==> config.mk <==
export PLATFORM = sky130hd
export DESIGN_NAME = glb_bank_ctrl
export DESIGN_NICKNAME = d
export VERILOG_FILES = /design/src/design/glb_bank_pkg.sv /design/src/design/glb_bank_ctrl.sv
export SDC_FILE = /design/constraint.sdc
export NUM_CORES = 1
export LEC_CHECK = 0
export BUFFER_PORTS_ARGS = -buffer_cell sky130_fd_sc_hd__buf_4
export CORE_AREA = 5 5 195 197
export DETAILED_ROUTE_END_ITERATION = 8
export DIE_AREA = 0 0 200 202
export GPL_TIMING_DRIVEN = 0
export PLACE_DENSITY_LB_ADDON = 0.2
export SYNTH_ARGS = -nofsm -noshare
export SYNTH_HDL_FRONTEND = slang
export SYNTH_SLANG_ARGS = --single-unit
==> constraint.sdc <==
create_clock -name clk -period 3.2 [get_ports clk]
set_clock_uncertainty 0.05 [all_clocks]
set_input_delay 0.16 -clock clk [delete_from_list [all_inputs] [get_ports clk]]
set_output_delay 0.16 -clock clk [all_outputs]
set_load 0.005 [all_outputs]
==> src/design/glb_bank_pkg.sv <==
/*
 * global buffer bank package
 * widths, depth and read latency shared by the bank controller and memory,
 * plus vector types for addresses, words and configuration data
 */
package glb_bank_pkg;

    // byte address into one bank
    localparam int BANK_ADDR_WIDTH = 10;
    // one sram word
    localparam int BANK_DATA_WIDTH = 64;
    // config port moves half a word
    localparam int CFG_DATA_WIDTH = 32;
    // byte offset bits below the word index
    localparam int BANK_BYTE_OFFSET = 3;
    // word index width, address above the byte offset
    localparam int BANK_WORD_IDX_WIDTH = BANK_ADDR_WIDTH - BANK_BYTE_OFFSET;
    // memory depth in words
    localparam int BANK_WORDS = 128;
    // request to data, in cycles
    localparam int SRAM_RD_LATENCY = 3;

    // byte address
    typedef logic [BANK_ADDR_WIDTH-1:0] bank_addr_t;
    // word data, also the per-bit write mask
    typedef logic [BANK_DATA_WIDTH-1:0] bank_data_t;
    // half word on the config side
    typedef logic [CFG_DATA_WIDTH-1:0] cfg_data_t;
    // word index into the array
    typedef logic [BANK_WORD_IDX_WIDTH-1:0] bank_word_idx_t;

endpackage

==> src/design/glb_bank_ctrl.sv <==
/*
 * global buffer bank controller
 * fixed priority arbiter between the config and packet requesters in
 * front of one single-port sram, with half-word lane steering for config
 * writes and delayed tracking of read returns
 */
`timescale 1ns/1ps

module glb_bank_ctrl (
    input  logic                     clk,
    input  logic                     reset,

    // packet requester
    input  logic                     packet_wr_en,
    input  glb_bank_pkg::bank_addr_t packet_wr_addr,
    input  glb_bank_pkg::bank_data_t packet_wr_data,
    input  glb_bank_pkg::bank_data_t packet_wr_data_bit_sel,
    input  logic                     packet_rd_en,
    input  glb_bank_pkg::bank_addr_t packet_rd_addr,
    output glb_bank_pkg::bank_data_t packet_rd_data,
    output logic                     packet_rd_data_valid,

    // config requester
    input  logic                     cfg_wr_en,
    input  glb_bank_pkg::bank_addr_t cfg_wr_addr,
    input  glb_bank_pkg::cfg_data_t  cfg_wr_data,
    input  logic                     cfg_rd_en,
    input  glb_bank_pkg::bank_addr_t cfg_rd_addr,
    output glb_bank_pkg::cfg_data_t  cfg_rd_data,
    output logic                     cfg_rd_data_valid,

    // memory side
    output logic                     mem_rd_en,
    output logic                     mem_wr_en,
    output glb_bank_pkg::bank_addr_t mem_addr,
    output glb_bank_pkg::bank_data_t mem_data_in,
    output glb_bank_pkg::bank_data_t mem_data_in_bit_sel,
    input  glb_bank_pkg::bank_data_t mem_data_out
);

    import glb_bank_pkg::*;

    // one grant per cycle, losers are dropped
    logic       cfg_wr_grant;
    logic       cfg_rd_grant;
    logic       pkt_wr_grant;
    logic       pkt_rd_grant;

    // config write lane steering
    logic       cfg_wr_half;
    bank_data_t cfg_wr_data_lane;
    bank_data_t cfg_wr_mask_lane;

    // read return tracking, bit 0 is the newest stage
    logic [SRAM_RD_LATENCY-1:0] pkt_rd_pipe;
    logic [SRAM_RD_LATENCY-1:0] cfg_rd_pipe;
    logic [SRAM_RD_LATENCY-1:0] cfg_half_pipe;
    logic       pkt_rd_ret;
    logic       cfg_rd_ret;
    logic       cfg_half_ret;
    cfg_data_t  cfg_rd_half_data;

    // last returned values, shown between valid pulses
    bank_data_t packet_rd_data_q;
    cfg_data_t  cfg_rd_data_q;

    // priority: cfg write, cfg read, packet write, packet read
    assign cfg_wr_grant = cfg_wr_en;
    assign cfg_rd_grant = cfg_rd_en & ~cfg_wr_en;
    assign pkt_wr_grant = packet_wr_en & ~cfg_wr_en & ~cfg_rd_en;
    assign pkt_rd_grant = packet_rd_en & ~cfg_wr_en & ~cfg_rd_en & ~packet_wr_en;

    // bit 2 of the byte address picks the half
    assign cfg_wr_half = cfg_wr_addr[BANK_BYTE_OFFSET-1];

    always_comb begin
        if (cfg_wr_half) begin
            // upper half, data and mask shifted up
            cfg_wr_data_lane = {cfg_wr_data, {(BANK_DATA_WIDTH-CFG_DATA_WIDTH){1'b0}}};
            cfg_wr_mask_lane = {{CFG_DATA_WIDTH{1'b1}}, {(BANK_DATA_WIDTH-CFG_DATA_WIDTH){1'b0}}};
        end else begin
            cfg_wr_data_lane = {{(BANK_DATA_WIDTH-CFG_DATA_WIDTH){1'b0}}, cfg_wr_data};
            cfg_wr_mask_lane = {{(BANK_DATA_WIDTH-CFG_DATA_WIDTH){1'b0}}, {CFG_DATA_WIDTH{1'b1}}};
        end
    end

    // memory request mux
    always_comb begin
        mem_rd_en           = 1'b0;
        mem_wr_en           = 1'b0;
        mem_addr            = '0;
        mem_data_in         = '0;
        mem_data_in_bit_sel = '0;
        if (cfg_wr_grant) begin
            mem_wr_en           = 1'b1;
            mem_addr            = cfg_wr_addr;
            mem_data_in         = cfg_wr_data_lane;
            mem_data_in_bit_sel = cfg_wr_mask_lane;
        end else if (cfg_rd_grant) begin
            mem_rd_en = 1'b1;
            mem_addr  = cfg_rd_addr;
        end else if (pkt_wr_grant) begin
            mem_wr_en           = 1'b1;
            mem_addr            = packet_wr_addr;
            mem_data_in         = packet_wr_data;
            mem_data_in_bit_sel = packet_wr_data_bit_sel;
        end else if (pkt_rd_grant) begin
            mem_rd_en = 1'b1;
            mem_addr  = packet_rd_addr;
        end
    end

    // follow granted reads down the sram latency
    always_ff @(posedge clk or posedge reset) begin
        if (reset) begin
            pkt_rd_pipe   <= '0;
            cfg_rd_pipe   <= '0;
            cfg_half_pipe <= '0;
        end else begin
            pkt_rd_pipe   <= {pkt_rd_pipe[SRAM_RD_LATENCY-2:0], pkt_rd_grant};
            cfg_rd_pipe   <= {cfg_rd_pipe[SRAM_RD_LATENCY-2:0], cfg_rd_grant};
            // half select rides along with the config read
            cfg_half_pipe <= {cfg_half_pipe[SRAM_RD_LATENCY-2:0],
                              cfg_rd_addr[BANK_BYTE_OFFSET-1]};
        end
    end

    assign pkt_rd_ret   = pkt_rd_pipe[SRAM_RD_LATENCY-1];
    assign cfg_rd_ret   = cfg_rd_pipe[SRAM_RD_LATENCY-1];
    assign cfg_half_ret = cfg_half_pipe[SRAM_RD_LATENCY-1];

    // pick the returning half for the config port
    assign cfg_rd_half_data = cfg_half_ret ? mem_data_out[CFG_DATA_WIDTH +: CFG_DATA_WIDTH]
                                           : mem_data_out[0 +: CFG_DATA_WIDTH];

    // hold registers, zero out of reset
    always_ff @(posedge clk or posedge reset) begin
        if (reset) begin
            packet_rd_data_q <= '0;
            cfg_rd_data_q    <= '0;
        end else begin
            packet_rd_data_q <= packet_rd_data;
            cfg_rd_data_q    <= cfg_rd_data;
        end
    end

    // fresh data on return, else last value
    assign packet_rd_data       = pkt_rd_ret ? mem_data_out : packet_rd_data_q;
    assign packet_rd_data_valid = pkt_rd_ret;
    assign cfg_rd_data          = cfg_rd_ret ? cfg_rd_half_data : cfg_rd_data_q;
    assign cfg_rd_data_valid    = cfg_rd_ret;

endmodule

Word-level counts from Yosys, hierarchy flattened
Index checks and enable logic that the tools add are counted.
{"block": "totals", "regBits": 105, "inputBits": 270}
{"block": "classes", "n_mux": 22, "n_bitwise": 9}
{"cell": "64-bit two-way mux", "n": 9}
{"cell": "32-bit two-way mux", "n": 2}
{"cell": "10-bit two-way mux", "n": 4}
{"cell": "1-bit two-way mux", "n": 7}
{"cell": "1-bit AND", "n": 6}
{"cell": "1-bit NOT", "n": 3}

Logic depth before layout (Yosys ltp)
Gate-level depths: netlist of the first run.
{"block": "logic_depth", "depth_word": 8, "depth_mapped": 5}

Worst setup path after synthesis of the first run
OpenSTA, ideal clock, no wires.
{"block": "synth_timing", "kind": "reg-to-output", "start": "register cfg_rd_pipe[2]", "end": "output cfg_rd_data[10]", "arrival_ns": 1.135, "t_required_ns": 2.990, "path_slack_ns": 1.855, "path_stages_with_launch": 5, "n_path_buf": 2, "path_cell_list": "dfrtp_1 clkbuf_1 clkbuf_1 nor2_1 a21oi_1"}
{"block": "synth_via", "elab_chain_cells": 1}
{"item": "start: declaration", "line": "glb_bank_ctrl.sv:56", "text": "logic [SRAM_RD_LATENCY-1:0] cfg_rd_pipe;"}
{"item": "start signal: assignment", "line": "glb_bank_ctrl.sv:121", "text": "cfg_rd_pipe <= {cfg_rd_pipe[SRAM_RD_LATENCY-2:0], cfg_rd_grant};"}
{"item": "32-bit two-way mux", "line": "glb_bank_ctrl.sv:150", "text": "assign cfg_rd_data = cfg_rd_ret ? cfg_rd_half_data : cfg_rd_data_q;"}
{"item": "end: declaration", "line": "glb_bank_ctrl.sv:29", "text": "output glb_bank_pkg::cfg_data_t cfg_rd_data,"}
Every way passes these cells.

Worst setup path in the final report of the first run
{"block": "layout_timing", "start": "register cfg_rd_pipe[2]", "end": "output cfg_rd_data[28]"}
Same word-level chain as after synthesis.

==> Implementation_results.wiki, run 1 <==
{| class="wikitable"
! Metric !! Value
|-
| Area of the mapped netlist || 5540 µm²
|-
| Clock edge transition at the registers on the reported setup and hold paths || 0.07 ns
|-
| Largest stage delay on the critical path || between 0.5 and 0.6 ns
|-
| Total of max-cap violations || 0
|-
| Fin crit share || 75.4%
|-
| Total Routing Usage GR || 16.5%
|-
| Post-CTS Repair Setup Buffers || 0
|-
| Minimum setup slack after placement || 1.03 ns
|-
| Buffers and inverters on the worst path || 3
|-
| Critical path required time || 2.99 ns
|-
| Height of the chip || 202 µm
|-
| Final wirelength || around 35,000 µm
|-
| Cell-by-cell listing of the critical path || clkbuf_1, buf_1, nor2_1, a21oi_1, buf_4
|-
| Final Hold Violating Endpoints || 0
|-
| Die outline width || around 200 µm
|-
| Fin cells || 1,507
|-
| Number of input and output port buffers inserted || 506
|-
| Post-detailed-route DRC marker count || 0
|-
| Net count after synthesis || roughly 760
|-
| Share of synthesized area occupied by flip-flops and latches || between 40 and 50%
|-
| Total CTS buffers || 9
|-
| DR pass1 iterations || 4
|-
| Hold Crit Class || in2reg
|-
| Final routed wire length divided by cell count || 23.5 µm
|-
| Post-synthesis instance total || 493
|-
| Overflow left after global routing || 0
|-
| Cell Rows || 70
|-
| Area of the core || 36,100 µm²
|-
| Kind of cell adding the most delay to the critical path || buffers and inverters
|-
| Bufs on Longest Clock Path || 2
|-
| Number of H-tree levels || 3
|-
| Library cell occupying the most area in the post-synthesis netlist || sky130_fd_sc_hd__dfrtp_1
|-
| Count of cells resized by post-cts repair || 0
|-
| Sink count of the clock tree || about 110
|-
| Via-to-Cell Ratio || 4.13
|-
| Pin count of the biggest net entering global routing || 63
|-
| Number of global-route vias before repair || 6,698
|-
| Number of antenna violations at the first check in global routing || 13
|-
| Global placement routability congestion || 0.881
|-
| Clock tree from TritonCTS || done
|-
| Slew at the pin closest to its max-slew limit || between 0.6 and 0.7 ns
|-
| Crit path kind || reg2out
|-
| Final-stage net count || 1,289
|-
| DP Cell Count || roughly 1,500
|-
| Setup slack of the critical path after layout || slightly below 0.8 ns
|-
| Worst endpoint data arrival time || 2.20 ns
|-
| Share of final-layout standard cells stronger than drive strength 1 || 60.8%
|-
| Leading cell types by total area after synthesis || sky130_fd_sc_hd__dfrtp_1 47%, sky130_fd_sc_hd__mux2_2 13%, sky130_fd_sc_hd__a22o_1 10%
|-
| Iter 0 DRT Violations || 182
|-
| Power density over the cells || 407 nW/µm²
|-
| Number of max-slew violations in the final report || 0
|-
| Kind of start point of the critical path || register
|-
| Yosys cell types || 24
|-
| Max Freq || 0.414 GHz
|-
| Minimum clock period after layout || 2.41 ns
|-
| Run status || completed
|-
| Portion of synthesized cell area occupied by the leading cell type || 47.4%
|-
| Area grow syn2layout || 86.7%
|-
| Endpoint type of the worst setup path || primary output
|-
| Number of setup violations in the final report || 0
|-
| First-pass GRT wire length || 48,800 µm
|-
| Maximum fanout along the worst path || 10
|-
| Highest-delay cell along the critical path || sky130_fd_sc_hd__buf_1
|-
| Number of I/O pins || about 510
|-
| Initial Util || 15.4%
|-
| Peak supply drop || 0.000254 V
|-
| # hold bufs at CTS || 8
|-
| Register bit count reported by yosys || about 110
|-
| Leakage || about 5.5 nW
|-
| Yosys warning total || 0
|-
| Headroom to the max-slew limit || 58.1%
|-
| Vias after detailed routing || 6,219
|-
| Clock latency of the later-clocked register in the worst-skew pair || roughly 0.35 ns
|-
| Setup repair after global routing missed its margin || false
|-
| Number of antenna-violating nets in the routed design || 0
|-
| Overall die area || 40,400 µm²
|-
| Avg Synthesized Cell Area || roughly 11 µm²
|-
| Clock Tree Root || sky130_fd_sc_hd__clkbuf_16
|-
| HPWL after detailed placement || roughly 30,000 µm
|}
-- power by group --
part,internal (W),switching [W]
sequential,0.00156,0.0000513
combinational,0.000909,0.000656
clock,0.000547,0.000488
total,0.00302,0.00120
-- per-stage QoR --
| step | utilization [%] | setup TNS, ns | area (µm²) | total power [W] | hold slack, ns |
|---|---|---|---|---|---|
| detailed placement | 27.6 | 0 | 9960 | 0.00323 | 0.162 |
| global route | 28.6 | 0 | 10300 | 0.00448 | 0.00679 |
| CTS | 28.6 | 0 | 10300 | 0.00432 | 0.00000122 |
| finish | 28.7 | 0 | 10300 | 0.00421 | 0.0206 |
| floorplan | - | 0 | 5540 | 0.00219 | 0.141 |
| global placement | 27.5 | -155.35 | 9920 | 0.00321 | 0.244 |
-- routing by layer --
| metal | up-vias | global-route usage (%) | wire length (µm) |
|---|---|---|---|
| li1 | 2885 | - | - |
| met1 | 2993 | 17.7 | 12500 |
| met2 | 305 | 30.2 | 18500 |
| met3 | 36 | 5.83 | 3370 |
| met4 | 0 | 4.97 | 986 |
| met5 | - | 0 | 0 |
-- logic make-up (layout without fill, tap and decap cells) --
| group | after synthesis | in the layout | share of synthesized area [%] |
|---|---|---|---|
| compound gates | 182 | 182 | 24.2 |
| flops | 105 | 105 | 47.4 |
| mux | 96 | 96 | 18.8 |
| simple gates | 57 | 57 | 4.61 |
| buf+inv | 53 | 583 | 4.97 |
| other cells | 0 | 16 | 0 |
-- final timing paths --
path	cells after the start	slack [ns]	to	start
max	5	0.79	cfg_rd_data[28]	cfg_rd_pipe[2]
min	2	0.02	packet_rd_data_q[5]	mem_data_out[5]
max reg2reg	4	1.37	cfg_rd_data_q[28]	cfg_rd_pipe[2]
min reg2reg	0	0.30	cfg_rd_pipe[1]	cfg_rd_pipe[0]
max in group asynchronous	4	2.10	cfg_rd_data_q[21]	reset
min in group asynchronous	3	0.32	packet_rd_data_q[4]	reset
-- final cells by class --
cell class                 instances  area, µm²
buffer                            50        264
tap                              468        586
multi-input combinational        335       2640
sequential                       105       2630
fill                            3901      25700
inverter                           3       16.3
timing repair buffer             515       3910
clock inverter                     2       15.0
clock buffer                      13        250
antenna                           16       40.0
-- cell usage after synthesis (all sizes together) --
cell type	instances
a21oi	35
a311oi	1
and2	3
inv	3
a22o	64
nor2	37
nor2b	1
nand2	7
mux2	64
a22oi	3
mux2i	32
a31oi	6
a21o	64
nand2b	1
buf	38
dfrtp	105
nand3b	7
o22ai	9
or2	1
clkbuf	12
-- registers in the layout (all words and copies together) (netlist names) --
register and flops:
cfg_rd_data_q 32, packet_rd_data_q 64, pkt_rd_pipe 3, cfg_half_pipe 3, cfg_rd_pipe 3
-- worst register-to-register path: cells and delay by family, from the launching register on --
kind                   cells  cell delay, ns
buffers and inverters      2            1.03
and+or+nand+nor            1            0.11
AOI/OAI and AO/OA          1            0.20
DFF                        1            0.34
-- cells in the final DEF, fill, tap and decap left out, drive strengths merged, types with 6 or more instances in the layout --
master,synthesis,layout
buf,38,545
dfrtp,105,105
a22o,64,64
a21o,64,64
mux2,64,64
nor2,37,37
a21oi,35,35
mux2i,32,32
clkbuf,12,25
diode,0,16
o22ai,9,9
dlygate4sd3,0,8
nand3b,7,7
nand2,7,7
a31oi,6,6
No activity file was read; power rests on OpenSTA's default activity.
==> run 2, diff against run 1 <==
==> constraint.sdc (replaced) <==
create_clock -name clk -period 2.34 [get_ports clk]
set_clock_uncertainty 0.05 [all_clocks]
set_input_delay 0.117 -clock clk [delete_from_list [all_inputs] [get_ports clk]]
set_output_delay 0.117 -clock clk [all_outputs]
set_load 0.005 [all_outputs]
==> run 2 against run 1 <==
Non-clock buffer count grew 57. Critical path depth shrank 2. Utilization grew 1.6 points. Setup slack lost 0.52 ns. Die area is the same. Sequential share of layout area shrank 1.4 points. Sequential power grew 37%. Total power grew 43%. Largest power group is now combinational logic.
==> Implementation_results.wiki, run 2 (synthesis results as in run 1) <==
{| class="wikitable"
! Metric !! Value
|-
| Height of the chip || 202 µm (unchanged)
|-
| Minimum clock period after layout || approximately 2.1 ns
|-
| Area grow syn2layout || 97.4%
|-
| Post-detailed-route DRC marker count || 0 (unchanged)
|-
| Number of setup violations in the final report || 0 (unchanged)
|-
| Number of max-slew violations in the final report || 0 (unchanged)
|-
| DP Area || 9970 µm² (+0.11%)
|-
| Leakage || 5.80 nW (+5.0%)
|-
| Number of input and output port buffers inserted || 506 (unchanged)
|-
| First-pass GRT wire length || 50,100 µm (+2.7%)
|-
| Peak supply drop || 0.000405 V (+59%)
|-
| Total of max-cap violations || 0 (unchanged)
|-
| Share of final-layout standard cells stronger than drive strength 1 || 58.3% (-2.5 points)
|-
| Setup slack of the critical path after layout || 0.262 ns (-0.524 ns)
|-
| Number of H-tree levels || 3 (unchanged)
|-
| DP Cell Count || 1,469 (+0.068%)
|-
| Setup repair after global routing missed its margin || false
|-
| Total CTS buffers || 9 (unchanged)
|-
| Slew at the pin closest to its max-slew limit || 0.812 ns (+0.184 ns)
|-
| Final Hold Violating Endpoints || 0 (unchanged)
|-
| Post-CTS Repair Setup Buffers || 0 (unchanged)
|-
| Number of antenna violations at the first check in global routing || 10 (-3)
|-
| Clock Tree Root || sky130_fd_sc_hd__clkbuf_16
|-
| Area of the core || 36,100 µm² (unchanged)
|-
| Final-stage net count || 1,346 (+4.4%)
|-
| Worst endpoint data arrival time || 1.91 ns (-0.29 ns)
|-
| Number of antenna-violating nets in the routed design || 0 (unchanged)
|-
| Maximum fanout along the worst path || 11 (+1)
|-
| Bufs on Longest Clock Path || 2 (unchanged)
|-
| Max Freq || slightly below 0.5 GHz
|-
| Die outline width || 200 µm (unchanged)
|-
| Number of global-route vias before repair || 7,071 (+5.6%)
|-
| Clock edge transition at the registers on the reported setup and hold paths || 0.07 ns (about the same)
|-
| Number of I/O pins || 508 (unchanged)
|-
| DR pass1 iterations || 4 (unchanged)
|-
| Endpoint type of the worst setup path || primary output
|-
| Minimum setup slack after placement || 0.255 ns (-0.771 ns)
|-
| Overall power after layout || 0.00601 W (+43%)
|-
| Filler cell count || 3,856 (-1.2%)
|-
| Fin crit share || between 80 and 90%
|-
| Via-to-Cell Ratio || 4.18 (+1.2%)
|-
| HPWL after detailed placement || 30,200 µm (+0.63%)
|-
| Pin count of the biggest net entering global routing || 38 (-40%)
|-
| Overall die area || 40,400 µm² (unchanged)
|-
| Iter 0 DRT Violations || 225 (+24%)
|-
| Final routed wire length divided by cell count || 23.3 µm (-0.70%)
|-
| Clock tree from TritonCTS || done
|-
| Finished Cell Area || 10,900 µm² (+5.7%)
|-
| Sink count of the clock tree || 105 (unchanged)
|-
| Final wirelength || 36,200 µm (+2.4%)
|-
| Total Routing Usage GR || 16.9% (+0.38 points)
|-
| Initial Util || 15.4% (unchanged)
|-
| Global placement routability congestion || 0.900 (+2.1%)
|-
| Crit path kind || reg2out
|-
| Headroom to the max-slew limit || 45.8% (-12 points)
|-
| Kind of start point of the critical path || register
|-
| Cell Rows || 70 (unchanged)
|-
| Biggest registers after layout || packet_rd_data_q (64), cfg_rd_data_q (32)
|-
| Vias after detailed routing || 6,488 (+4.3%)
|-
| Fin cells || 1,554 (+3.1%)
|-
| Max reg flops || 64 (unchanged)
|-
| Overflow left after global routing || 0 (unchanged)
|-
| Most used cells in the layout excluding fill and tap cells || 508 x sky130_fd_sc_hd__buf_4, 105 x sky130_fd_sc_hd__dfrtp_1, 65 x sky130_fd_sc_hd__dlygate4sd3_1
|-
| Top register by number of flip-flops || packet_rd_data_q
|-
| Power density over the cells || 550 nW/µm² (+35%)
|-
| Clock latency of the later-clocked register in the worst-skew pair || 0.35 ns (about the same)
|-
| Hold Crit Class || in2reg
|-
| Commonest non-fill, non-tap cell in the layout || sky130_fd_sc_hd__buf_4
|-
| Critical path required time || 2.17 ns (-0.82 ns)
|-
| Run status || completed
|}
==> run 2: routing by layer <==
layer	GRT usage, %	vias up	wire (µm)
met4	4.83	0	750
li1	-	2989	-
met1	17.5	3178	12900
met5	0	-	0
met2	31.9	289	19500
met3	5.57	32	3040
==> run 2: area by class of cell <==
type	count	area, µm²	share of cell area [%]
Multi-Input combinational cell	335	2640	24.1
Clock inverter	2	38.8	0.355
Clock buffer	12	256	2.35
Inverter	3	15.0	0.137
Sequential cell	105	2630	24.0
Tap cell	468	586	5.36
Timing Repair Buffer	573	4490	41.1
Antenna cell	7	17.5	0.160
Buffer	49	267	2.44
==> run 2: final timing paths <==
kind                                   from  depth (start not counted)  slack [ns]                   end
max                          cfg_rd_pipe[2]                          3        0.26        cfg_rd_data[3]
min                        mem_data_out[23]                          2        0.03  packet_rd_data_q[23]
max reg2reg                  cfg_rd_pipe[2]                          2        0.75      cfg_rd_data_q[3]
min reg2reg                  pkt_rd_pipe[1]                          0        0.30        pkt_rd_pipe[2]
max in group asynchronous             reset                          4        1.15     cfg_rd_data_q[14]
min in group asynchronous             reset                          3        0.42  packet_rd_data_q[25]
==> run 2: what timing repair did <==
action,in CTS,in global routing
resized for setup,5,0
hold buffers,65,0
setup endpoints to repair,30,10
hold endpoints to repair,96,0
==> run 2: through the flow <==
stage / util (%) / setup TNS, ns / hold slack [ns]
floorplan: - / 0 / 0.0984
global placement: 27.5 / -4.34 / 0.211
detailed placement: 27.6 / 0 / 0.217
CTS: 30.3 / 0 / 0.000142
global route: 30.3 / 0 / 0.00149
finish: 30.3 / 0 / 0.0266
==> run 2: worst max-delay path, stage by stage, from the launching register on <==
cell and delay [ns]:
sky130_fd_sc_hd__dfrtp_1 0.62, sky130_fd_sc_hd__clkbuf_1 0.52, sky130_fd_sc_hd__a21oi_1 0.21, sky130_fd_sc_hd__buf_4 0.19
==> run 2: report_power, final <==
group	total, W	leakage [nW]	internal [W]	switching, W
combinational	0.00223	4.42	0.00131	0.000917
sequential	0.00221	1.23	0.00213	0.0000756
clock	0.00158	0.145	0.000881	0.000698
total	0.00601	5.80	0.00432	0.00169
